## config.mk

```make
export PLATFORM = sky130hd
export DESIGN_NAME = ifmap_gather
export DESIGN_NICKNAME = d
export VERILOG_FILES = /design/src/rtl/conv_geom_pkg.sv /design/src/rtl/conv_num_pkg.sv /design/src/rtl/ifmap_gather.sv
export SDC_FILE = /design/constraint.sdc
export NUM_CORES = 1
export LEC_CHECK = 0
export BUFFER_PORTS_ARGS = -buffer_cell sky130_fd_sc_hd__buf_2
export CORE_MARGIN = 10
export CORE_UTILIZATION = 54
export DETAILED_ROUTE_END_ITERATION = 6
export PLACE_DENSITY = 0.89
export SYNTH_ARGS = -nofsm -noshare
export SYNTH_HDL_FRONTEND = slang
export SYNTH_SLANG_ARGS = --single-unit
```

## constraint.sdc

```tcl
create_clock -name clk -period 4.45 [get_ports clk]
set_input_delay 0.2225 -clock clk [delete_from_list [all_inputs] [get_ports clk]]
set_output_delay 0.2225 -clock clk [all_outputs]
set_load 0.02 [all_outputs]
```

## src/rtl/conv_geom_pkg.sv

```systemverilog
`default_nettype none

package conv_geom_pkg;

  // rows take input channels, columns give output channels
  localparam int ARRAY_HEIGHT = 4;
  localparam int ARRAY_WIDTH  = 4;

  // one full weight load, row-major over (ic, oc)
  localparam int WEIGHT_COUNT = ARRAY_HEIGHT * ARRAY_WIDTH;

endpackage

`default_nettype wire

```

## src/rtl/conv_num_pkg.sv

```systemverilog
`default_nettype none

package conv_num_pkg;

  localparam int IFMAP_WIDTH  = 16;  // signed activation
  localparam int WEIGHT_WIDTH = 16;  // signed weight
  localparam int OFMAP_WIDTH  = 32;  // signed psum, wraps

endpackage

`default_nettype wire

```

## src/rtl/ifmap_gather.sv

```systemverilog
`timescale 1ns/1ps
`default_nettype none

module ifmap_gather (
  input  wire                                                      clk,
  input  wire                                                      rst_n,
  input  wire  [conv_num_pkg::IFMAP_WIDTH-1:0]                      ifmap_dat,
  input  wire                                                      ifmap_vld,
  output logic [conv_geom_pkg::ARRAY_HEIGHT*conv_num_pkg::IFMAP_WIDTH-1:0] vec,
  output logic                                                     vec_vld
);

  import conv_geom_pkg::*;
  import conv_num_pkg::*;

  localparam int CNT_W = $clog2(ARRAY_HEIGHT);

  logic [CNT_W-1:0] lane_cnt;

  always_ff @(posedge clk or negedge rst_n) begin
    if (!rst_n) begin
      lane_cnt <= '0;
      vec_vld  <= 1'b0;
    end else begin
      vec_vld <= 1'b0;
      if (ifmap_vld) begin
        if (lane_cnt == CNT_W'(ARRAY_HEIGHT - 1)) begin
          lane_cnt <= '0;
          vec_vld  <= 1'b1;  // vector complete
        end else begin
          lane_cnt <= lane_cnt + 1'b1;
        end
      end
    end
  end

  // lane k of vec holds input channel k
  always_ff @(posedge clk) begin
    if (ifmap_vld)
      vec[lane_cnt*IFMAP_WIDTH +: IFMAP_WIDTH] <= ifmap_dat;
  end

endmodule

`default_nettype wire

```

Word-level counts from Yosys, hierarchy flattened
Cells that the tools add are included.

storage, ports and cells
  register bits = 67
  bits of input ports = 19
  output and inout port bits = 65

cells by class
  add/sub/neg operators = 2
  eq/ne operators = 1
  shift-type cells = 2
  mux-type cells = 4

operator list
  cell                                                     number
  bitwise mux 64 bit                                       1
  variable shift 16 x 34 -> 64 bit (first input constant)  1
  variable part select 16 x 34 -> 64 bit                   1
  negator 6 -> 34 bit                                      1
  adder 2 x 1 -> 2 bit (second input constant)             1
  equality test 2 bit (second input constant)              1
  2-to-1 mux 1 bit                                         2
  2-to-1 mux 2 bit                                         1

Logic depth before layout (Yosys ltp)
Gate-level depths: netlist (run 1).

  word-level depth = 3
  gate-level depth with buffers = 5
  depth with buffers taken out = 4

Worst setup path before layout (run 1)
No wires, ideal clock.

  kind = register to register
  from = register lane_cnt[0]
  to = register vec[0] (netlist name), data pin
  library setup time = 0.255 ns
  arrival time = 1.483 ns
  required time = 4.195 ns
  setup slack = 2.713 ns
  cell stages (with the launch flop) = 6
  clock period less this slack = 1.737 ns
  cell sequence = dfrtp_1 -> inv_1 -> ha_1 -> and4bb_2 -> clkbuf_2 -> and2_1

between the ends
  word-level cells in the longest chain between the ends = 3
  elaborated cells on any way between the ends = 4
  those cells by class = add/sub: 1; shift: 2; mux: 1

ends and longest elaborated chain
  item                                                                                        RTL line            source
  start, declared                                                                             ifmap_gather.sv:18  logic [CNT_W-1:0] lane_cnt;
  start signal, assigned                                                                      ifmap_gather.sv:31  lane_cnt <= lane_cnt + 1'b1;
  negator 6 -> 34 bit *                                                                       ifmap_gather.sv:40  vec[lane_cnt*IFMAP_WIDTH +: IFMAP_WIDTH] <= ifmap_dat;
  variable part select 16 x 34 -> 64 bit or variable shift 16 x 34 -> 64 bit (tied branches)  ifmap_gather.sv:40
  bitwise mux 64 bit *                                                                        ifmap_gather.sv:40
  end signal, assigned by index                                                               ifmap_gather.sv:40
  end, declared                                                                               ifmap_gather.sv:9   output logic [conv_geom_pkg::ARRAY_HEIGHT*conv_num_pkg::IFMAP_WIDTH-1:0] vec,

Every way passes the cells marked *; elsewhere a longest branch is shown, timed or not.
A chain may end at the register's enable or synchronous reset.

Worst setup path after layout (run 1)
  from = register lane_cnt[0]
  to = register vec[58] (netlist name), data pin

Same word-level chain as after synthesis.

==> impl_metrics.py, run 1 <==
metrics = {
    "sta": {
        "finalCriticalPeriod_ns": 2.12,
        "skew_ns": 0.00744,
        "finalMaxSlewViolations": 0,
        "fin_setup_tns_ns": 0,
        "maxSlewHeadroom_pct": 42.8,
        "setup_ws_ns": 2.33,
        "hold_slack_ns": 0.156,
        "tightest_slew_ns": 0.858,
        "final-setup-viol-count": 0,
        "final_hold_viol_count": 0,
        "rsz0062_at_grt": "false",
        "max_freq_mhz": 471,
        "min_period_over_period_pct": 47.7,
    },
    "yosys": {
        "synth_edf_count": 64,
        "synth-main-ff-cell": "edfxtp_1",
        "ys_seq_elements": 67,
        "syn_inst": 159,
        "yosys.area_share.simple_pct": 19.7,
        "synth_compound_area_share_pct": 0.384,
        "ys_seq_area_share_pct": 76.5,
        "synth_area_leader_cell": "edfxtp_1",
        "synthXorXnorAreaFrac_pct": 0,
        "synth.most_common_cell": "edfxtp_1",
        "synth_top_family_by_area": "simple AND/OR/NAND/NOR gates",
        "syn_avg_cell_area_um2": 16.4,
        "synth_fp_nets": 183,
        "ys_top_cells_by_count": "edfxtp_1, and3_1, and2_1",
        "synthArstFlopShare_pct": 4.48,
        "synth_cell_types": 21,
        "synth_mux_area_share_pct": 0,
        "ys_warn_count": 0,
        "synth_fa_ha_area_share_pct": 2.40,
        "synth_top_cell_area_share_pct": 73.6,
        "synth_area_leaders": "edfxtp_1, and3_1, and2_1",
        "synth.cell_area_um2": 2610,
    },
    "grt": {
        "grt_pass1_wl_mm": 8.41,
        "grt_max_degree": 23,
        "antenna_found_initial": 0,
        "first_global_vias": 1548,
        "grt_use_total_pct": 14.7,
        "grt_overflow": 0,
    },
    "placement": {
        "place_inst": 292,
        "routabilityCongestion": 0.720,
        "dpl-instance-area_um2": 3080,
        "dpl.hpwl_mm": 4.07,
        "pre_cts_slack_ns": 2.34,
        "io_buffer_count": 83,
    },
    "routing": {
        "wl_per_cell_um": 18.7,
        "drcViolationCount": 0,
        "final_antenna_net_count": 0,
        "viasPerCell": 5.21,
        "dr.pass1.iters": 4,
        "num_vias": 1609,
        "drt_iter0_markers": 117,
        "wirelength_mm": 5.79,
    },
    "finish": {
        "fin_nets": 274,
        "finalNonFillerCells": 309,
        "fin_util_pct": 69.3,
        "final_area_um2": 3250,
        "seq_area_um2": 2000,
        "n_fill_cell": 314,
        "multi_input_area_um2": 586,
        "drive_gt1_share_pct": 41.6,
        "area_growth_pct": 24.5,
        "num_antenna_cells": 0,
    },
    "hold_path": {
        "hold_end": "lane_cnt[0]$_DFFE_PN0P_",
        "hold_path_startpoint": "ifmap_vld",
        "worstHoldPathType": "input port to register",
        "hold_depth": 2,
    },
    "power": {
        "p_per_area_nw_per_um2": 575,
        "p_leak_nw": 1.45,
        "power_mw": 1.87,
        "max-vdd-ir-drop_uv": 288,
    },
    "setup_path": {
        "crit_buf_inv": 1,
        "worstReg2RegStart": "lane_cnt[0]$_DFFE_PN0P_",
        "slowest_delay_ns": 0.69,
        "critPathKind": "register to register",
        "ff2ff_setup_slack_ns": 2.33,
        "start_kind": "register",
        "crit_fanout": 11,
        "cp_top_family": "simple AND/OR/NAND/NOR gates",
        "worst_ep_arrival_time_ns": 2.33,
        "crit_chain": "inv_1 -> ha_1 -> nor3b_1 -> and2_2",
        "cp.required_ns": 4.65,
        "reg2reg_to": "vec[58]$_DFFE_PP_",
        "crit_path_end_kind": "register",
        "reg2reg_depth": 4,
        "cp_slowest_cell": "nor3b_1",
    },
    "die": {
        "initial_core_util_pct": 55.6,
        "die_h_um": 89.5,
        "ioPinCount": 84,
        "die_x_um": 89.5,
        "rows": 25,
        "fp.coreArea_um2": 4690,
        "die-area_um2": 8010,
    },
    "clock_tree": {
        "clock_path_buffers": 2,
        "cts_resized": 0,
        "root_buffer": "clkbuf_8",
        "insertion_delay_ns": 0.34,
        "htreeDepth": 3,
        "clkTransAtPathRegs_ns": 0.07,
        "hold_buffers": 1,
        "cts_setup_buffers": 0,
        "numCtsBuffers": 9,
        "cts_tree": "yes",
        "cts.sinks": 67,
    },
    "flow_run": {
        "drv_cap": 0,
    },
    "outcome": {
        "status": "complete, no violations",
    },
}
where the power goes:
part	internal [mW]	switching, mW
clock network	0.196	0.223
registers	0.847	0.0334
logic	0.175	0.393
per-layer routing:
metal / GRT usage, % / vias to the layer above / part of all wire, %
met5: 0 / - / 0
li1: - / 766 / -
met3: 6.47 / 11 / 11
met4: 4.77 / 0 / 1.3
met1: 17.6 / 758 / 42
met2: 23.1 / 74 / 45
layout by cell type (no fill, tap or decap), types with 3 or more instances in the layout:
cell and n:
and2_2 7, buf_2 83, and3b_1 3, clkbuf_8 9, dfrtp_1 3, edfxtp_1 64, and2_1 28, and3_1 29
ha_1 5
worst max path at each step:
| stage | startpoint | to | slack [ns] | depth (start not counted) |
|---|---|---|---|---|
| global route | lane_cnt[0]$_DFFE_PN0P_ | vec[59]$_DFFE_PP_ | 2.15 | 4 |
| finish | lane_cnt[0]$_DFFE_PN0P_ | vec[58]$_DFFE_PP_ | 2.33 | 4 |
| global placement | lane_cnt[0]$_DFFE_PN0P_ | vec[60]$_DFFE_PP_ | 2.50 | 4 |
| detailed placement | lane_cnt[0]$_DFFE_PN0P_ | vec[58]$_DFFE_PP_ | 2.34 | 4 |
| floorplan | lane_cnt[0]$_DFFE_PN0P_ | vec[0]$_DFFE_PP_ | 2.71 | 5 |
| CTS | lane_cnt[0]$_DFFE_PN0P_ | vec[58]$_DFFE_PP_ | 2.33 | 4 |
area by class of cell:
class | instances | share of cell area (%)
Sequential cell | 67 | 61.4
Multi-Input combinational cell | 85 | 18.0
Timing Repair Buffer | 85 | 13.3
Clock buffer | 10 | 3.93
Tap cell | 54 | 2.08
Clock inverter | 6 | 1.00
Inverter | 2 | 0.231
registers in the layout, summed over array words and instances (netlist names):
register,cells
lane_cnt,2
vec,64
vec_vld,1
worst register-to-register path, cell delays in order (launching register included):
cell and delay (ns):
dfrtp_1 0.48, inv_1 0.15, ha_1 0.42, nor3b_1 0.69
and2_2 0.26
cell families (layout without fill, tap and decap cells):
kind of cell / count (synthesis) / count (layout)
compound gates: 2 / 2
simple gates: 78 / 78
fa+ha+maj: 5 / 5
flops: 67 / 67
buf+inv: 7 / 103
Power figures use the tool's default switching activity.
==> run 2: changes to the inputs <==
--- a/config.mk
+++ b/config.mk
@@ -5,11 +5,12 @@
 export SDC_FILE = /design/constraint.sdc
 export NUM_CORES = 1
 export LEC_CHECK = 0
+export ABC_AREA = 1
 export BUFFER_PORTS_ARGS = -buffer_cell sky130_fd_sc_hd__buf_2
 export CORE_MARGIN = 10
-export CORE_UTILIZATION = 54
+export CORE_UTILIZATION = 50
 export DETAILED_ROUTE_END_ITERATION = 6
-export PLACE_DENSITY = 0.89
+export PLACE_DENSITY = 0.83
 export SYNTH_ARGS = -nofsm -noshare
 export SYNTH_HDL_FRONTEND = slang
 export SYNTH_SLANG_ARGS = --single-unit
==> constraint.sdc (replaced) <==
create_clock -name clk -period 2.12 [get_ports clk]
set_input_delay 0.106 -clock clk [delete_from_list [all_inputs] [get_ports clk]]
set_output_delay 0.106 -clock clk [all_outputs]
set_load 0.02 [all_outputs]
==> run 2 against run 1 <==
Net effect:
- global-route usage fell by 0.33 points
- design area increased by 4.6%
- largest power group unchanged
- clock-buffer cell count unchanged
- critical endpoint is now vec[13]$_DFFE_PP_
==> impl_metrics.py, run 2 <==
metrics = {
    "placement": {
        "io_buffer_count": 83,
        "routabilityCongestion": 0.837,
        "dpl.hpwl_mm": 4.53,
    },
    "yosys": {
        "synth_area_leader_cell": "edfxtp_1",
        "synth_top_cell_area_share_pct": 70.6,
        "ys_top_cells_by_count": "edfxtp_1, nor2_1, nand2_1",
        "synth_cell_types": 18,
        "syn_avg_cell_area_um2": 12.5,
        "ys_seq_area_share_pct": 73.4,
        "synth_fp_nets": 241,
        "ys_warn_count": 0,
        "synth-main-ff-cell": "edfxtp_1",
        "synth.cell_area_um2": 2720,
        "synthArstFlopShare_pct": 4.48,
        "synth_edf_count": 64,
        "syn_inst": 217,
        "synth_area_leaders": "edfxtp_1, nor2_1, nand3_1",
        "ys_seq_elements": 67,
    },
    "finish": {
        "n_fill_cell": 431,
        "num_antenna_cells": 0,
        "fin_nets": 329,
        "area_growth_pct": 24.9,
        "reg_top3": "vec (64), lane_cnt (2), vec_vld (1)",
        "largest_reg_flops": 64,
        "final_cell_mix": "buf_2, nor2_1, edfxtp_1, nand2_1, nand3_1",
        "drive_gt1_share_pct": 35.5,
        "final_common_cell": "buf_2",
        "top_register": "vec",
    },
    "setup_path": {
        "crit_chain": "clkinv_2 -> ha_2 -> clkinv_2 -> nand2_1 -> nor2_1",
        "crit_buf_inv": 2,
        "slowest_delay_ns": 0.51,
        "cp_slowest_cell": "ha_2",
        "crit_top_cell": "clkinv_2",
        "worst_ep_arrival_time_ns": 1.95,
        "critPathKind": "register to register",
        "crit_path_end_kind": "register",
        "start_kind": "register",
        "cp.required_ns": 2.19,
        "cp_top_family": "adder cells",
        "crit_fanout": 14,
    },
    "grt": {
        "grt_max_degree": 21,
        "first_global_vias": 2039,
        "grt_overflow": 0,
        "antenna_found_initial": 0,
        "grt_use_total_pct": 14.3,
        "grt_pass1_wl_mm": 9.62,
    },
    "routing": {
        "num_vias": 1874,
        "wirelength_mm": 6.09,
        "drcViolationCount": 0,
        "wl_per_cell_um": 16.0,
        "final_antenna_net_count": 0,
        "dr.pass1.iters": 4,
        "drt_iter0_markers": 117,
        "viasPerCell": 4.93,
    },
    "power": {
        "switching_share_pct": 36.4,
        "power_mw": 4.63,
        "p_leak_nw": 1.43,
        "max-vdd-ir-drop_uv": 693,
        "seq_power_share_pct": 39.8,
        "p_per_area_nw_per_um2": 1360,
        "p_comb_share_pct": 33.6,
        "p_sw_mw": 1.68,
        "p_clk_share_pct": 26.6,
        "intPower_mw": 2.94,
    },
    "hold_path": {
        "worstHoldPathType": "input port to register",
    },
    "clock_tree": {
        "numCtsBuffers": 9,
        "insertion_delay_ns": 0.33,
        "cts_tree": "yes",
        "root_buffer": "clkbuf_8",
        "htreeDepth": 3,
        "cts_setup_buffers": 0,
        "cts.sinks": 67,
        "clkTransAtPathRegs_ns": 0.07,
        "clock_path_buffers": 2,
    },
    "sta": {
        "fin_setup_tns_ns": 0,
        "finalMaxSlewViolations": 0,
        "max_freq_mhz": 532,
        "maxSlewHeadroom_pct": 57.2,
        "rsz0062_at_grt": "false",
        "skew_ns": 0.00511,
        "final-setup-viol-count": 0,
        "final_hold_viol_count": 0,
        "min_period_over_period_pct": 88.6,
        "tightest_slew_ns": 0.642,
        "finalCriticalPeriod_ns": 1.88,
    },
    "die": {
        "rows": 26,
        "ioPinCount": 84,
        "die_x_um": 93.8,
        "die-area_um2": 8790,
        "fp.coreArea_um2": 5200,
        "initial_core_util_pct": 52.3,
        "die_h_um": 93.8,
    },
    "outcome": {
        "status": "complete, no violations",
    },
    "flow_run": {
        "drv_cap": 0,
    },
}
## run 2: changes by cell type in the layout (fill, tap and decap cells not counted), sizes merged, moves of 3 or more
cell,change
and3b,-3
bufinv,+3
nand2,+32
buf,+3
and3,-29
nand3,+25
and2,-36
inv,+6
nor2,+63
## run 2: power by group through the flow
stage / logic, mW / registers (mW) / clock network [mW]
floorplan: 1.01 / 2.13 / 0
global placement: 1.52 / 1.86 / 0
detailed placement: 1.56 / 1.87 / 0
CTS: 1.57 / 1.85 / 1.25
global route: 1.74 / 1.86 / 1.30
finish: 1.55 / 1.84 / 1.23
## run 2: stage by stage
stage	hold WS [ns]	worst slack (ns)	std cells	util [%]	cell area [µm²]
3_5_place_dp	-0.0902	0.167	363	60.6	3160
3_3_place_gp	-0.0908	0.272	363	60.6	3160
2_1_floorplan	-0.190	0.209	217	-	2720
5_1_grt	0.0670	0.0801	380	65.3	3400
4_1_cts	0.0561	0.135	380	65.3	3400
6_report	0.0709	0.242	380	65.3	3400
## run 2: final timing paths
| path | endpoint | slack, ns | cells past startpoint | startpoint |
|---|---|---|---|---|
| min | lane_cnt[1]$_DFFE_PN0P_ | 0.07 | 2 | ifmap_vld |
| min in group asynchronous | lane_cnt[1]$_DFFE_PN0P_ | 0.10 | 2 | rst_n |
| max | vec[13]$_DFFE_PP_ | 0.24 | 5 | lane_cnt[0]$_DFFE_PN0P_ |
| min reg2reg | lane_cnt[1]$_DFFE_PN0P_ | 0.66 | 2 | lane_cnt[1]$_DFFE_PN0P_ |
| max reg2reg | vec[13]$_DFFE_PP_ | 0.24 | 5 | lane_cnt[0]$_DFFE_PN0P_ |
| max in group asynchronous | lane_cnt[0]$_DFFE_PN0P_ | 1.90 | 2 | rst_n |
## run 2: logic make-up (layout without fill, tap and decap cells)
family	after synthesis	count (layout)	share of synthesized area, %
AO/OA/AOI/OAI	1	1	0.184
buffers and inverters	21	114	5.19
flip-flops	67	67	73.4
AND/OR/NAND/NOR	123	123	18.9
adder cells (fa/ha/maj)	5	5	2.30
## run 2: per-layer routing
layer	routed length, µm	up-vias	part of all wire (%)	GRT usage [%]
met2	2970	84	49	23.4
met5	0	-	0	0
met1	2220	870	36	14.6
met3	756	15	12	7.67
li1	-	905	-	-
met4	144	0	2.4	7.22
## run 2: final cells by class
class	instances	area (µm²)	share of cell area [%]
Inverter	10	42.5	1.25
Tap cell	70	87.6	2.58
Timing Repair Buffer	88	455	13.4
Multi-Input combinational cell	129	586	17.2
Sequential cell	67	2000	58.7
Clock buffer	10	128	3.75
Clock inverter	6	104	3.05
## run 2: worst reg2reg max path, cell delays in order (launching register included)
cell,delay [ns]
dfrtp_1,0.37
clkinv_2,0.19
ha_2,0.51
clkinv_2,0.13
nand2_1,0.31
nor2_1,0.11
## run 2: what timing repair did
item | 4_1_cts | 5_1_grt
endpoints found under the hold margin | 3 | 0
gates resized for setup | 0 | 1
endpoints found under the setup margin | 0 | 8
hold buffers | 1 | 0
==> run 3: changes to the inputs <==
--- a/config.mk
+++ b/config.mk
@@ -5,12 +5,11 @@
 export SDC_FILE = /design/constraint.sdc
 export NUM_CORES = 1
 export LEC_CHECK = 0
-export ABC_AREA = 1
 export BUFFER_PORTS_ARGS = -buffer_cell sky130_fd_sc_hd__buf_2
 export CORE_MARGIN = 10
 export CORE_UTILIZATION = 50
 export DETAILED_ROUTE_END_ITERATION = 6
-export PLACE_DENSITY = 0.83
+export PLACE_DENSITY = 0.84
 export SYNTH_ARGS = -nofsm -noshare
 export SYNTH_HDL_FRONTEND = slang
 export SYNTH_SLANG_ARGS = --single-unit
==> run 3 against run 2 <==
Net effect:
- total power fell by 12%
- clock-buffer cell count rose by 1
- critical path type unchanged
- die area fell by 3.2%
- via count fell by 13%
- non-clock buffer count rose by 3
- combinational power fell by 20%
- clock skew fell by 0.0017 ns
- cell count fell by 13%
==> impl_metrics.py, run 3 (synthesis results as in run 1) <==
metrics = {
    "outcome": {
        "status": "complete, no violations",
    },
    "finish": {
        "area_growth_pct": 28.5,
        "num_antenna_cells": 0,
        "drive_gt1_share_pct": 42.9,
        "reg_top3": "vec (64), lane_cnt (2), vec_vld (1)",
        "n_fill_cell": 369,
        "final_area_um2": 3350,
        "finalNonFillerCells": 331,
        "final_common_cell": "buf_2",
        "largest_reg_flops": 64,
        "top_register": "vec",
        "fin_util_pct": 66.1,
        "final_cell_mix": "buf_2, edfxtp_1, and3_1, and2_1, clkbuf_8",
        "fin_nets": 280,
    },
    "clock_tree": {
        "cts_setup_buffers": 0,
        "numCtsBuffers": 9,
        "insertion_delay_ns": 0.33,
        "clkTransAtPathRegs_ns": 0.07,
        "htreeDepth": 3,
        "cts.sinks": 67,
        "clock_path_buffers": 2,
        "cts_tree": "yes",
        "root_buffer": "clkbuf_8",
        "cts_resized": 0,
    },
    "power": {
        "max-vdd-ir-drop_uv": 717,
        "power_mw": 4.08,
        "p_leak_nw": 1.49,
        "p_per_area_nw_per_um2": 1220,
    },
    "die": {
        "fp.coreArea_um2": 5070,
        "die-area_um2": 8510,
        "rows": 26,
        "initial_core_util_pct": 51.4,
        "die_x_um": 92.3,
        "ioPinCount": 84,
        "die_h_um": 92.3,
    },
    "sta": {
        "final_hold_viol_count": 0,
        "rsz0062_at_grt": "false",
        "min_period_over_period_pct": 91.3,
        "hold_slack_ns": 0.0590,
        "fin_setup_tns_ns": 0,
        "maxSlewHeadroom_pct": 65.0,
        "finalMaxSlewViolations": 0,
        "final-setup-viol-count": 0,
        "skew_ns": 0.00337,
        "max_freq_mhz": 517,
        "finalCriticalPeriod_ns": 1.94,
        "tightest_slew_ns": 0.525,
        "setup_ws_ns": 0.185,
    },
    "setup_path": {
        "start_kind": "register",
        "reg2reg_depth": 5,
        "cp.required_ns": 2.31,
        "crit_fanout": 23,
        "critPathKind": "register to register",
        "worst_ep_arrival_time_ns": 2.13,
        "crit_path_end_kind": "register",
    },
    "routing": {
        "num_vias": 1623,
        "drcViolationCount": 0,
        "wl_per_cell_um": 18.0,
        "wirelength_mm": 5.95,
        "dr.pass1.iters": 4,
        "drt_iter0_markers": 103,
        "final_antenna_net_count": 0,
        "viasPerCell": 4.90,
    },
    "placement": {
        "dpl.hpwl_mm": 4.42,
        "io_buffer_count": 83,
        "pre_cts_slack_ns": 0.212,
        "dpl-instance-area_um2": 3160,
        "place_inst": 314,
        "routabilityCongestion": 0.766,
    },
    "grt": {
        "grt_pass1_wl_mm": 9.25,
        "antenna_found_initial": 0,
        "grt_overflow": 0,
        "grt_use_total_pct": 14.2,
        "grt_max_degree": 24,
        "first_global_vias": 1755,
    },
    "flow_run": {
        "drv_cap": 0,
    },
    "hold_path": {
        "hold_depth": 2,
        "worstHoldPathType": "input port to register",
    },
}
## run 3: cell count changes in the layout (fill, tap and decap cells not counted), moves of 2 or more
cell | before | now
inv_1 | 6 | 2
and3_1 | 0 | 29
clkinvlp_4 | 0 | 2
and3b_1 | 0 | 3
nand2_4 | 2 | 0
nand2_1 | 31 | 1
nor2_1 | 64 | 2
bufinv_16 | 3 | 1
and2_1 | 0 | 28
buf_4 | 4 | 6
nand3_1 | 24 | 0
o21ai_0 | 0 | 2
clkinv_2 | 4 | 1
and2_2 | 0 | 7
## run 3: path summary, 6_finish.rpt
| path | from | endpoint | slack (ns) |
|---|---|---|---|
| setup / recovery | lane_cnt[0]$_DFFE_PN0P_ | vec[45]$_DFFE_PP_ | 0.18 |
| hold / removal | ifmap_vld | lane_cnt[1]$_DFFE_PN0P_ | 0.06 |
| setup reg to reg | lane_cnt[0]$_DFFE_PN0P_ | vec[45]$_DFFE_PP_ | 0.18 |
| hold reg to reg | lane_cnt[1]$_DFFE_PN0P_ | lane_cnt[1]$_DFFE_PN0P_ | 0.68 |
| max in group asynchronous | rst_n | vec_vld$_DFF_PN0_ | 1.93 |
| min in group asynchronous | rst_n | lane_cnt[0]$_DFFE_PN0P_ | 0.09 |
## run 3: area by class of cell
cell class                 count  area [µm²]  area share [%]
sequential                    67        2000            59.6
clock buffer                  11         131            3.92
multi-input combinational     85         586            17.5
timing repair buffer          91         490            14.6
inverter                       2        7.51           0.224
tap                           70        87.6            2.61
clock inverter                 5        53.8            1.60
## run 3: power by group
| part | total, mW | switching, mW | internal, mW |
|---|---|---|---|
| Sequential | 1.85 | 0.0743 | 1.77 |
| Combinational | 1.24 | 0.829 | 0.415 |
| Clock | 0.984 | 0.446 | 0.538 |
| Total | 4.08 | 1.35 | 2.73 |
## run 3: layer usage
| metal | up-vias | global-route usage, % | part of all wire (%) |
|---|---|---|---|
| met5 | - | 0 | 0 |
| met3 | 2 | 5.38 | 9.6 |
| met4 | 0 | 6.30 | 0.13 |
| met2 | 74 | 23.6 | 52 |
| met1 | 770 | 15.7 | 39 |
| li1 | 777 | - | - |
## run 3: worst max-delay path, cell delays in order (launching register included)
cell     delay (ns)
dfrtp_1        0.50
inv_1          0.16
ha_1           0.30
nor2_1         0.36
buf_4          0.29
and3_1         0.18
## run 3: repair_timing
item                                    in CTS  in global routing
endpoints found under the hold margin        3                  0
endpoints found under the setup margin       0                  0
hold buffers                                 1                  0
