## src/rtl/conv_geom_pkg.sv

```systemverilog
`default_nettype none

package conv_geom_pkg;

  // rows take input channels, columns give output channels
  localparam int ARRAY_HEIGHT = 4;
  localparam int ARRAY_WIDTH  = 4;

  // one full weight load, row-major over (ic, oc)
  localparam int WEIGHT_COUNT = ARRAY_HEIGHT * ARRAY_WIDTH;

endpackage

`default_nettype wire

```

## src/rtl/conv_num_pkg.sv

```systemverilog
`default_nettype none

package conv_num_pkg;

  localparam int IFMAP_WIDTH  = 16;  // signed activation
  localparam int WEIGHT_WIDTH = 16;  // signed weight
  localparam int OFMAP_WIDTH  = 32;  // signed psum, wraps

endpackage

`default_nettype wire

```

## src/rtl/lane_skew.sv

```systemverilog
`timescale 1ns/1ps
`default_nettype none

module lane_skew #(
  parameter int LANES      = conv_geom_pkg::ARRAY_HEIGHT,
  parameter int LANE_WIDTH = conv_num_pkg::IFMAP_WIDTH,
  parameter bit REVERSE    = 1'b0  // deepest on lane 0
) (
  input  wire                          clk,
  input  wire                          rst_n,
  input  wire  [LANES*LANE_WIDTH-1:0]  din,
  input  wire                          din_vld,
  output logic [LANES*LANE_WIDTH-1:0]  dout,
  output logic                         dout_vld
);

  localparam int VLD_DEPTH = REVERSE ? LANES - 1 : 0;

  for (genvar k = 0; k < LANES; k++) begin : g_lane
    localparam int DEPTH = REVERSE ? LANES - 1 - k : k;

    if (DEPTH == 0) begin : g_pass
      assign dout[k*LANE_WIDTH +: LANE_WIDTH] = din[k*LANE_WIDTH +: LANE_WIDTH];
    end else begin : g_dly
      logic [LANE_WIDTH-1:0] chain [DEPTH];

      always_ff @(posedge clk) begin
        chain[0] <= din[k*LANE_WIDTH +: LANE_WIDTH];
        for (int i = 1; i < DEPTH; i++)
          chain[i] <= chain[i-1];
      end

      assign dout[k*LANE_WIDTH +: LANE_WIDTH] = chain[DEPTH-1];
    end
  end

  // valid follows lane 0
  if (VLD_DEPTH == 0) begin : g_vld_pass
    assign dout_vld = din_vld;
  end else begin : g_vld_dly
    logic [VLD_DEPTH-1:0] vld_sr;

    always_ff @(posedge clk or negedge rst_n) begin
      if (!rst_n)
        vld_sr <= '0;
      else
        vld_sr <= {vld_sr[VLD_DEPTH-2:0], din_vld};
    end

    assign dout_vld = vld_sr[VLD_DEPTH-1];
  end

endmodule

`default_nettype wire

```

## config.mk

```make
export PLATFORM = sky130hd
export DESIGN_NAME = lane_skew
export DESIGN_NICKNAME = d
export VERILOG_FILES = /design/src/rtl/conv_geom_pkg.sv /design/src/rtl/conv_num_pkg.sv /design/src/rtl/lane_skew.sv
export SDC_FILE = /design/constraint.sdc
export NUM_CORES = 1
export LEC_CHECK = 0
export BUFFER_PORTS_ARGS = -buffer_cell sky130_fd_sc_hd__buf_2
export CORE_AREA = 2 2 64 96
export DETAILED_ROUTE_END_ITERATION = 16
export DIE_AREA = 0 0 66 98
export PLACE_DENSITY = 0.87
export REMOVE_ABC_BUFFERS = 1
export SLEW_MARGIN = 20
export SYNTH_ARGS = -nofsm -noshare
export SYNTH_HDL_FRONTEND = slang
export SYNTH_SLANG_ARGS = --single-unit
```

## constraint.sdc

```tcl
create_clock -name clk -period 0.8 [get_ports clk]
set_input_delay 0.12 -clock clk [delete_from_list [all_inputs] [get_ports clk]]
set_output_delay 0.12 -clock clk [all_outputs]
set_load 0.03 [all_outputs]
```

# Yosys cells after proc, flatten, opt, wreduce, memory -nomap -nowiden
# Memories as Yosys holds them, arrays and structs flattened.
# Index checks and enable logic that the tools add are counted.
# word_totals
reg_bits,0
ram_bits,96
inputBits,67
out_inout_bits,65
word_cells,3
memories,3
# mem_list
memory,depth,word_bits,read_ports,rd_ports_with_merged_regs,wr,line,text
g_lane[3].g_dly.chain,3,16,3,0,3,lane_skew.sv:25,logic [LANE_WIDTH-1:0] chain [DEPTH];
g_lane[2].g_dly.chain,2,16,2,0,2,lane_skew.sv:25,
g_lane[1].g_dly.chain,1,16,1,0,1,lane_skew.sv:25,

# Longest topological paths before layout
# Gate-level depths: netlist (run 1).
# logic_depth
word_depth,0
ltp_mapped,1
mapped_depth_nobuf,0

# Worst setup path after synthesis (run 1)
# No wires, ideal clock.
# synth_timing
path_kind,register -> output
startpoint,mem g_lane[1].g_dly.chain[0][0] (netlist bit)
endpoint,out dout[16]
arrival_ns,0.459
t_required_ns,0.680
slack_ns,0.221
stages_incl_launch_ff,1
path_buffers,0
path_cell_list,dfxtp_1
# synth_lines
element,line,text
from (decl),lane_skew.sv:25,
to (decl),lane_skew.sv:13,"output logic [LANES*LANE_WIDTH-1:0] dout,"

==> results.md, run 1 <==
Global route:
- Entering global routing, the biggest net connects 18 pins.
- Global routing used 15.6% of the available tracks across all layers.
- The residual overflow from global routing is 0.
- The initial antenna violation count came to 0.
- The number of global-route vias before repair was 1454.
- The global-route wire length before repair is 6.98 mm.

Clock tree:
- The deepest clock path buffer count is 2.
- In this run, CTS created clock tree buffers numbering 9.
- After clock tree synthesis, the clock-pin slew on the worst setup and hold paths is 90 ps.
- The insertion delay to the later sink of the worst-skew pair is 340 ps.
- The library cell used as clock root buffer is sky130_fd_sc_hd__clkbuf_8.
- The TritonCTS sink count is 96.
- The number of H-tree levels is 3.
- TritonCTS built the clock tree.

Job:
- Across the run, the number of max-cap violations was 0.

Logic synthesis:
- Ranked by total cell area, the synthesized netlist is headed by sky130_fd_sc_hd__dfxtp_1 84%, sky130_fd_sc_hd__buf_4 16%.
- The Yosys step of the flow raised 0 warnings.
- In the synthesized netlist, mux cells make up 0% of the area.
- Of the total synthesized cell area, the portion taken by AND, OR, NAND and NOR gates is 0%.
- The synthesized netlist devotes 0% of its cell area to adder and majority cells.
- The post-synthesis cell type with the largest combined area is sky130_fd_sc_hd__dfxtp_1.
- The cell area that synthesis handed to floorplanning was 0.00229 mm^2.
- After synthesis, the largest family of logic cells by area is buffers and inverters.
- Synthesis produced 145 cells.
- Summing the areas of all compound-gate instances in the mapped netlist gives 0% of the synthesized area.
- The sequential-to-total area share from yosys stat is 83.9%.
- The synthesized design contains 96 register bits.
- The number of distinct library cells after synthesis is 2.
- The share of synthesized area in the top cell type comes to 83.9%.
- The parity-gate share of the synthesized area counting xor and xnor cells is 0%.
- The per-instance average area after synthesis is 15.8 um^2.

Layout:
- Across the whole layout, storage elements account for 0.00198 mm^2.
- The largest register by flop count is g_lane.g_dly.chain.
- At the end of the flow the core is filled with cells to 62.6%.
- Counting the fill cells in the layout gives 405.
- The final antenna diode count is 0.
- The post-route netlist has 62.5% of its cells at a drive strength greater than 1.
- The area used by multi-input combinational logic is 0 um^2.
- The largest registers in the layout are g_lane.g_dly.chain x96.
- The number of nets in the finished design is 318.
- The register with the most flip-flops in the layout has 96 of them.
- Compared with the post-synthesis result, the final layout area differs by 55.8%.
- In the layout the tool counted multi-input logic cells amounting to 0.

Timing:
- Setup repair after global routing could not meet its margin everywhere.
- The fraction of the cycle the final worst path needs is 117%.
- The smallest hold slack is 240 ps.
- The final setup slack of the worst path is -133 ps.
- The hold violation total from the final report is 0.
- The relative slew slack is 93.3%.
- The minimum clock period after layout is 933 ps.
- Based on the critical path, the design can be clocked at up to 1070 MHz.
- The max-slew violation count is 0.
- Setup violations remaining at the end of the flow were counted as 48.
- The transition time at the pin with the least slew margin is 100 ps.
- Clock skew on the completed layout was measured at 6.75 ps.

Drt:
- The total via count in the routed design is 1253.
- After detailed routing, the average wire length per cell comes to 13.7 um.
- The DRC violations left is 0.
- The routed design has 4.50 mm of wire.
- The remaining antenna violation count after routing is 0.
- For this block, the initial DRC count from the detailed router was 38.
- The first-pass iteration count of the detailed router is 2.
- In the routed layout, each cell is associated on average with a via count of 3.82.

Critical path:
- The required time of the critical path is 680 ps.
- The type of the worst setup path is reg -> out.
- The startpoint of the lowest-slack register-to-register path is g_lane[3].g_dly.chain[0][6].
- The worst register-to-register path has a setup slack of 380 ps.
- Walking the worst path, the cells encountered are buf_6.
- In this run the number of cells on the critical path is 1.
- The slowest cell on the critical path is sky130_fd_sc_hd__dfxtp_2.
- In this design, the stage delay of the slowest critical-path cell is 340 ps.
- In this run the worst setup path terminates at dout[55].
- The length in cells of the worst reg-to-reg path is 0.
- Data arrives at the worst endpoint at 810 ps.
- The terminus of the critical flop-to-flop path is g_lane[3].g_dly.chain[0][22].
- The capturing element type of the critical path is an output pin.
- The critical path launch point type is a flip-flop.
- Tracing the worst setup path back leads to its startpoint at g_lane[3].g_dly.chain[0][39].
- The largest delay contributor family on the critical path is flip-flops.
- The maximum fanout encountered on the critical timing path is 1.
- The number of buffers and inverters on the critical path is 1.

Floorplan:
- The area of the core is 0.00570 mm^2.
- The die span in x is 66 um.
- After floorplanning, the core was divided into 34 placement rows.
- The initial core utilization is 40.2%.
- The die is 98 um tall.
- The number of placed I/O pins is 132.
- The floorplan step defined a die boundary enclosing 0.00647 mm^2.

Place:
- The worst setup slack before clock tree synthesis is 183 ps.
- The weighted congestion at the end of routability-driven global placement is 0.563.
- The count of buffers added on input and output ports is 96.
- The HPWL after detailed placement is 2.76 mm.

Pwr:
- IR analysis of the VDD net gives a maximum drop of 0.00154 V.
- The internal power of the cells totals 7410 uW.
- The share of power burned in the clock network is 36.7%.
- The fraction of power spent switching nets is 21.6%.
- The logic gate share of total power is 8.9%.
- For this design the total switching power over the nets is 2050 uW.
- The share of total power dissipated in sequential elements is 54.4%.
- The static leakage is 0.00161 uW.
- In this run the power density over the cells is 2650 mW/mm^2.

Outcome:
- The run finished, with violations left.
- The final reports fail on setup timing.

Worst hold path:
- The tightest min-delay check is of the in -> out type.
-- power groups by stage --
stage	registers, uW	logic [uW]	clock network [uW]
floorplan	5460	0	0
detailed placement	5200	504	0
finish	5150	841	3470
global placement	5190	495	0
CTS	5150	834	3600
global route	5170	889	3850
-- how the worst min path moves through the flow --
stage	startpoint	to	slack, ps	cells after the start
after global routing	din[6]	dout[6]	240	0
after detailed placement	din[55]	g_lane[3].g_dly.chain[0][7]	220	1
after floorplan	din[16]	g_lane[1].g_dly.chain[0][0]	150	0
final	din[1]	dout[1]	240	0
after CTS	din[14]	dout[14]	240	0
after global placement	din[40]	g_lane[2].g_dly.chain[0][8]	220	1
-- timing repair --
item / 4_1_cts / 5_1_grt
resized for setup: 144 / 0
hold buffers: 48 / 0
hold endpoints to repair: 48 / 0
setup endpoints to repair: 48 / 48
setup buffers: 0 / 0
-- area by class of cell --
| class | instances | area share [%] |
|---|---|---|
| Timing Repair Buffer | 144 | 35.4 |
| Clock buffer | 10 | 3.86 |
| Clock inverter | 6 | 2.70 |
| Tap cell | 72 | 2.53 |
| Sequential cell | 96 | 55.6 |
-- per-stage QoR --
stage	area (um^2)	std cells	power (uW)	TNS, ps
after floorplan	1920	96	5460	0
after detailed placement	2490	264	5710	0
after global routing	3570	328	9910	-7960
final	3570	328	9460	-5470
after CTS	3570	328	9580	-6850
after global placement	2490	264	5690	0
-- placed cells by master (no fill, tap or decap), drive strengths merged --
cell type | netlist | final
clkbuf | 0 | 10
clkinvlp | 0 | 1
dlygate4sd3 | 0 | 48
dfxtp | 96 | 96
inv | 0 | 3
buf | 49 | 96
bufinv | 0 | 2
-- cells in the mapped netlist --
cell type,count
sky130_fd_sc_hd__dfxtp_1,96
sky130_fd_sc_hd__buf_4,49
-- routing by layer --
metal  global-route usage, %  part of all wire, %  vias up
li1                        -                    -      602
met1                    12.9                   31      523
met2                    23.9                   50      110
met3                    10.0                   13       16
met4                    14.1                  4.5        2
met5                    5.83                  1.1        -
-- cells by family after synthesis --
logic type / after synthesis
buf+inv: 49
flops: 96
Note: power is estimated with default switching activity, not from simulation.
==> run 2, diff against run 1 <==
--- a/config.mk
+++ b/config.mk
@@ -9,8 +9,11 @@
 export CORE_AREA = 2 2 64 96
 export DETAILED_ROUTE_END_ITERATION = 16
 export DIE_AREA = 0 0 66 98
+export GPL_ROUTABILITY_DRIVEN = 1
+export HOLD_SLACK_MARGIN = 0.15
 export PLACE_DENSITY = 0.87
 export REMOVE_ABC_BUFFERS = 1
+export SETUP_SLACK_MARGIN = 0.4
 export SLEW_MARGIN = 20
 export SYNTH_ARGS = -nofsm -noshare
 export SYNTH_HDL_FRONTEND = slang
==> run 2 against run 1 <==
  * The flow finishes with violations (hold timing, setup timing)
  * Sequential share of layout area increased by 8.9 points
  * Clock skew about the same
  * Sequential power about the same
  * Critical path depth unchanged
  * Global-route usage decreased by 2.7 points
  * Power decreased by 1.9%
  * Maximum frequency decreased by 0.47%
  * Flip-flop and latch count unchanged
==> results.md, run 2 (same netlist as run 1, synthesis figures left out) <==
Pwr:
- The static leakage is 0.00141 uW.
- The peak supply drop is 0.00165 V.
- The power per cell area is 2990 mW/mm^2.

Clock tree:
- The deepest clock path buffer count is 2.
- The count of buffers added by post-CTS timing repair for setup is 0.
- The TritonCTS sink count is 96.
- The TritonCTS clock tree is built.
- The H-tree was split into 3 levels.
- The tree is rooted in a sky130_fd_sc_hd__clkbuf_8.
- For the worst-skew pair, the clock arrives at the later sink with an insertion delay of 350 ps.
- The number of CTS-inserted buffers is 9.
- After clock tree synthesis, the clock-pin slew on the worst setup and hold paths is 90 ps.

Floorplan:
- The die area is 0.00647 mm^2.
- The total area inside the core boundary comes to 0.00570 mm^2.
- The die span in x is 66 um.
- The initial core utilization is 40.2%.
- The floorplan has 34 rows.
- The number of placed I/O pins is 132.
- The die height is 98 um.

Timing:
- The final critical path takes up 117% of the cycle.
- For this run, the top clock speed supported by timing is 1070 MHz.
- The max-slew violation count is 0.
- The smallest hold slack is -137 ps.
- Setup violations remaining at the end of the flow were counted as 48.
- The worst clock skew is 6.45 ps.
- The transition time at the pin with the least slew margin is 107 ps.
- In this run the tightest slew margin relative to its limit is 92.8%.
- The minimum clock period after layout is 938 ps.
- Setup slack on the critical path of the routed design comes to -138 ps.
- Setup repair after global routing could not meet its margin everywhere.
- The hold violation total from the final report is 48.

Layout:
- The area used by multi-input combinational logic is 0 um^2.
- The area growth from synthesis to layout is 35.6%.
- The largest registers in the layout are g_lane.g_dly.chain x96.
- The number of nets in the finished design is 270.
- The post-route cell area is 0.00311 mm^2.
- The number of flip-flops in the largest register is 96.
- The largest register by flop count is g_lane.g_dly.chain.
- Multi-input combinational cells in the finished layout were counted as 0.
- Cells with a size suffix above 1 make up 84.1% of the layout.
- In the layout the commonest cells are 63 x sky130_fd_sc_hd__dfxtp_2, 48 x sky130_fd_sc_hd__buf_2, 48 x sky130_fd_sc_hd__buf_6.
- The finished layout holds 280 standard cells, fillers aside.
- The final antenna diode count is 0.
- The library cell used most frequently in the layout, excluding fill and tap cells, is sky130_fd_sc_hd__dfxtp_2.

Drt:
- The remaining antenna violation count after routing is 0.
- After detailed routing, the number of remaining DRC violations is 0.
- The total via count in the routed design is 1074.
- For this block, the initial DRC count from the detailed router was 44.
- The first detailed-routing pass took 2 iterations.
- Wires add up to 3.85 mm.
- The via density per instance is 3.84.
- In the final routed layout, each cell accounts on average for 13.8 um.

Critical path:
- The critical path launch point type is a flip-flop.
- The slowest cell on the critical path is sky130_fd_sc_hd__dfxtp_2.
- Together, buffers and inverters on the worst path number 1.
- The maximum fanout encountered on the critical timing path is 1.
- The path length in cells of the critical path is 1.
- The largest single stage delay on the critical path is 340 ps.
- In this run the worst setup path terminates at dout[55].
- In this run the register-to-register setup slack is 380 ps.
- Data on the critical path arrives at its endpoint at 820 ps.
- The required time of the critical path is 680 ps.
- The launch point of the critical path is g_lane[3].g_dly.chain[0][39].
- The worst setup path is captured at an output pin.
- The type of the worst setup path is reg -> out.
- Walking the worst path, the cells encountered are buf_6.
- In this design, the largest share of critical-path delay is due to flip-flops.
- The length in cells of the worst reg-to-reg path is 0.
- The endpoint identified for the worst register-to-register timing path is g_lane[3].g_dly.chain[0][22].
- The startpoint identified for the worst register-to-register timing path is g_lane[3].g_dly.chain[0][6].

Global route:
- The largest net degree at the start of global routing is 18.
- Global routing consumed, over all layers together, 13.0% of the routing resources.
- The initial antenna violation count is 0.
- The global-route wire length before repair is 5.64 mm.
- The number of global-route vias before repair is 1137.
- The total overflow left after global routing is 0.

Worst hold path:
- The class of the most critical hold timing path is in -> reg.
- Counting instances, the worst hold path has a depth of 1.

Outcome:
- The run finished, with violations left.
- The checks that failed: hold timing, setup timing.

Place:
- At the end of routability-driven placement, the weighted congestion stood at 0.563.
- Summing all placed instances gives a cell area of 0.00249 mm^2.
- Counting tap cells, the placed design contains a total of 264 instances.
- Port buffering added 96 buffers.
- After legalization and detailed placement, the total HPWL measured 2.76 mm.

Job:
- Max-cap violations in this run came to 0.
run 2: changes by cell type in the layout (fill, tap and decap cells not counted):
cell / before / now
sky130_fd_sc_hd__dfxtp_1: 48 / 33
sky130_fd_sc_hd__dlygate4sd3_1: 48 / 0
sky130_fd_sc_hd__dfxtp_2: 48 / 63
run 2: worst min-delay path by stage:
stage / startpoint / to / slack [ps]
3_3_place_gp: din[40] / g_lane[2].g_dly.chain[0][8] / 220
3_5_place_dp: din[55] / g_lane[3].g_dly.chain[0][7] / 220
4_1_cts: din[55] / g_lane[3].g_dly.chain[0][7] / -160
2_1_floorplan: din[16] / g_lane[1].g_dly.chain[0][0] / 150
5_1_grt: din[55] / g_lane[3].g_dly.chain[0][7] / -170
6_report: din[50] / g_lane[3].g_dly.chain[0][2] / -140
run 2: power breakdown:
part | switching [uW] | leakage, uW | internal, uW
registers | 85.8 | 0.000810 | 5060
logic | 338 | 0.000479 | 314
clock network | 1590 | 0.000115 | 1890
run 2: timing repair:
action | in CTS | in global routing
gates resized for setup | 150 | 9
cloned | 0 | 0
setup endpoints to repair | 73 | 90
endpoints found under the hold margin | 48 | 48
run 2: per-layer routing:
| metal | share of wire (%) | wire, um | vias up | global-route usage [%] |
|---|---|---|---|---|
| li1 | - | - | 508 | - |
| met1 | 30 | 1140 | 436 | 10.3 |
| met2 | 46 | 1750 | 110 | 18.3 |
| met3 | 19 | 717 | 18 | 11.2 |
| met4 | 5.0 | 193 | 2 | 11.6 |
| met5 | 1.2 | 48 | - | 5.83 |
run 2: per-stage QoR:
step | setup TNS (ps) | utilization [%] | hold WS (ps) | setup slack, ps | total power, uW
after floorplan | 0 | - | 148 | 221 | 5460
after global placement | 0 | 43.7 | 223 | 198 | 5690
after detailed placement | 0 | 43.7 | 224 | 183 | 5710
after CTS | -6850 | 54.3 | -160 | -157 | 9400
after global routing | -7820 | 54.5 | -166 | -184 | 9680
final | -5760 | 54.5 | -137 | -138 | 9280
run 2: cell type report:
class,count,area (um^2)
Clock buffer,10,138
Clock inverter,6,96.3
Fill cell,460,2590
Sequential cell,96,2000
Tap cell,72,90.1
Timing Repair Buffer,96,781
==> run 3, diff against run 2 <==
==> constraint.sdc (replaced) <==
create_clock -name clk -period 0.8 [get_ports clk]
set_input_delay 0.16 -clock clk [delete_from_list [all_inputs] [get_ports clk]]
set_output_delay 0.16 -clock clk [all_outputs]
set_load 0.03 [all_outputs]
==> run 3 against run 2 <==
  * The flow still finishes with violations (hold timing, setup timing)
  * Worst setup slack worse by 27 ps
  * Flip-flop and latch count did not move
  * Critical path depth did not move
==> results.md, run 3 (same netlist as run 1, synthesis figures left out) <==
Global route:
- The first global-routing pass estimated 5.67 mm of wire.
- After global routing the overflow that remains totals 0.
- The met3 demand-to-capacity share in global routing is 10.7%.
- The layer carrying the most global-route usage is met2.
- The global-route usage over all layers is 12.8%.
- The number of global-route vias before repair is 1169.
- Entering global routing, the biggest net connects 17 pins.
- For this run, global-route usage on met2 was measured as 18.4%.
- The met1 routing resource usage after global routing is 10.3%.
- The initial antenna violation count came to 0.

Critical path:
- On the worst path, the slowest cell contributes a delay of 340 ps.
- The worst register-to-register path begins at g_lane[3].g_dly.chain[0][29].
- STA puts the critical path data arrival time at 800 ps.
- The number of buffer and inverter stages on the critical path is 1.
- The worst setup path is of the reg -> out kind.
- Of all nets on the critical path, the largest fanout is 1.
- The length in cells of the worst reg-to-reg path is 0.
- The largest delay contributor family on the critical path is flip-flops.
- The reg2reg setup slack is 380 ps.
- The worst setup path is captured at an output pin.
- The slowest stage of the critical path is the sky130_fd_sc_hd__dfxtp_2 cell.
- Walking the worst path, the cells encountered are buf_6.
- The worst setup path is launched from a flip-flop.
- The terminus of the critical flop-to-flop path is g_lane[3].g_dly.chain[0][45].
- For the worst setup path, the data required time is 640 ps.

Layout:
- The post-route cell area is 0.00307 mm^2.
- 0 antenna diodes ended up in the layout.
- The number of nets in the finished design is 270.
- In the layout the commonest cells are 62 x sky130_fd_sc_hd__dfxtp_2, 48 x sky130_fd_sc_hd__buf_2, 48 x sky130_fd_sc_hd__buf_6.
- The area growth from synthesis to layout is 34.3%.
- For this run, the number of standard cells in the final layout without fillers is 279.
- The proportion of layout cells with a drive suffix above 1 is 83.6%.
- The register with the most flip-flops in the layout has 96 of them.
- Leaving out fill and tap cells, the most frequent cell in the layout is sky130_fd_sc_hd__dfxtp_2.
- The largest registers in the layout are g_lane.g_dly.chain x96.
- The multi-input combinational gate total is 0.
- The largest register by flop count is g_lane.g_dly.chain.
- The area used by multi-input combinational logic is 0 um^2.

Clock tree:
- Clock-pin slew was measured on the worst setup and hold paths at 90 ps.
- Counting every sink on the clock net gives 96.
- In this run the number of H-tree levels came out at 3.
- The deepest clock path buffer count is 2.
- Once the clock tree was built, the setup fixing pass inserted 0 buffers.
- The root buffer cell chosen for the clock tree is sky130_fd_sc_hd__clkbuf_8.
- The TritonCTS clock tree is built.
- The number of clock buffers added by TritonCTS is 9.
- For the worst-skew pair, the clock arrives at the later sink with an insertion delay of 340 ps.

Timing:
- Measured against its own limit, the worst slew margin works out to 93.2%.
- The worst clock skew is 6.40 ps.
- Summed over all failing endpoints, the final setup total negative slack is -7260 ps.
- The max-slew violation count is 0.
- Derived from the worst setup path, the maximum achievable clock frequency is 1040 MHz.
- The hold violation total from the final report is 48.
- Setup repair after global routing could not meet its margin everywhere.
- The final setup slack of the worst path is -165 ps.
- The transition time at the pin with the least slew margin is 101 ps.
- The count of endpoints failing setup in the final report is 48.
- In the finished design, the share of the clock period the worst path needs comes to 121%.
- The minimum clock period after layout is 965 ps.
- The smallest hold slack is -89.2 ps.

Floorplan:
- The initial core utilization is 40.2%.
- The floorplan row count is 34.
- The die is 98 um tall.
- The floorplan step defined a core boundary enclosing 0.00570 mm^2.
- The die span in x is 66 um.
- The number of placed I/O pins is 132.
- The die covers 0.00647 mm^2.

Worst hold path:
- The hold path startpoint is din[55].
- The class of the most critical hold timing path is in -> reg.
- Counting instances, the worst hold path has a depth of 1.
- The end point of the most critical hold path is g_lane[3].g_dly.chain[0][7].

Pwr:
- In this run the power spent charging and discharging nets is 1970 uW.
- The share of total power dissipated in the clock network is 34.7%.
- The internal portion of the total power is 6920 uW.
- The logic gate share of total power is 7.3%.
- The fraction of power spent switching nets is 22.1%.
- The sequential share of power is 57.9%.
- The static leakage is 0.00139 uW.
- The peak supply drop is 0.00159 V.
- The power per cell area is 2890 mW/mm^2.

Drt:
- The total via count in the routed design is 1075.
- The average detailed-routed wire length per instance is 13.8 um.
- Dividing the detail-routed via count by the number of cells gives 3.85.
- For this run, the detailed router's first-pass iteration total came to 2.
- In the routed design, unresolved DRC markers number 0.
- The final layout contains routed wiring with a total length of 3.85 mm.
- In this run, the number of DRC markers left after iteration 0 of detailed routing was 29.
- In this run the remaining antenna-violating nets after routing total 0.

Place:
- After legalization and detailed placement, the total HPWL measured 2.79 mm.
- Timing analysis after detailed placement gives a worst setup slack of 143 ps.
- Including well taps, the total number of placed cells is 264.
- At the end of routability-driven placement, the weighted congestion stood at 0.563.
- The placed instances occupy a cell area of 0.00249 mm^2.
- Buffers placed on the I/O ports in this run total 96.

Outcome:
- The run finished, with violations left.
- The checks that failed: hold timing, setup timing.

Job:
- The number of max-capacitance violations reported is 0.
run 3: power by group through the flow:
| stage | Clock (uW) | Combinational (uW) | Sequential [uW] |
|---|---|---|---|
| 6_report | 3090 | 650 | 5150 |
| 5_1_grt | 3430 | 683 | 5180 |
| 4_1_cts | 3180 | 653 | 5150 |
| 3_5_place_dp | 0 | 505 | 5200 |
| 3_3_place_gp | 0 | 495 | 5190 |
| 2_1_floorplan | 0 | 0 | 5460 |
run 3: how the worst max path moves through the flow:
stage,depth (start not counted),slack (ps),endpoint,startpoint
floorplan,0,180,dout[16],g_lane[1].g_dly.chain[0][0]
global placement,1,160,dout[32],g_lane[2].g_dly.chain[0][16]
detailed placement,1,140,dout[28],g_lane[1].g_dly.chain[0][12]
CTS,1,-190,dout[28],g_lane[1].g_dly.chain[0][12]
global route,1,-220,dout[31],g_lane[1].g_dly.chain[0][15]
finish,1,-160,dout[61],g_lane[3].g_dly.chain[0][45]
run 3: repair_timing:
action | 4_1_cts | 5_1_grt
endpoints found under the setup margin | 68 | 91
gates resized for setup | 152 | 6
hold endpoints to repair | 48 | 48
run 3: per-layer routing:
metal / up-vias / wire length [um] / part of all wire, %
met2: 103 / 1810 / 47
li1: 505 / - / -
met5: - / 48 / 1.2
met4: 2 / 163 / 4.2
met3: 14 / 701 / 18
met1: 451 / 1130 / 29
run 3: metrics by stage:
stage	power (uW)	util [%]
after floorplan	5460	-
after global placement	5690	43.7
after detailed placement	5710	43.7
after CTS	8990	53.8
after global routing	9290	53.9
final	8890	53.9
run 3: area by class of cell:
type,count,area [um^2]
Timing Repair Buffer,96,781
Tap cell,72,90.1
Clock buffer,10,138
Sequential cell,96,2000
Clock inverter,5,66.3
Fill cell,463,2630
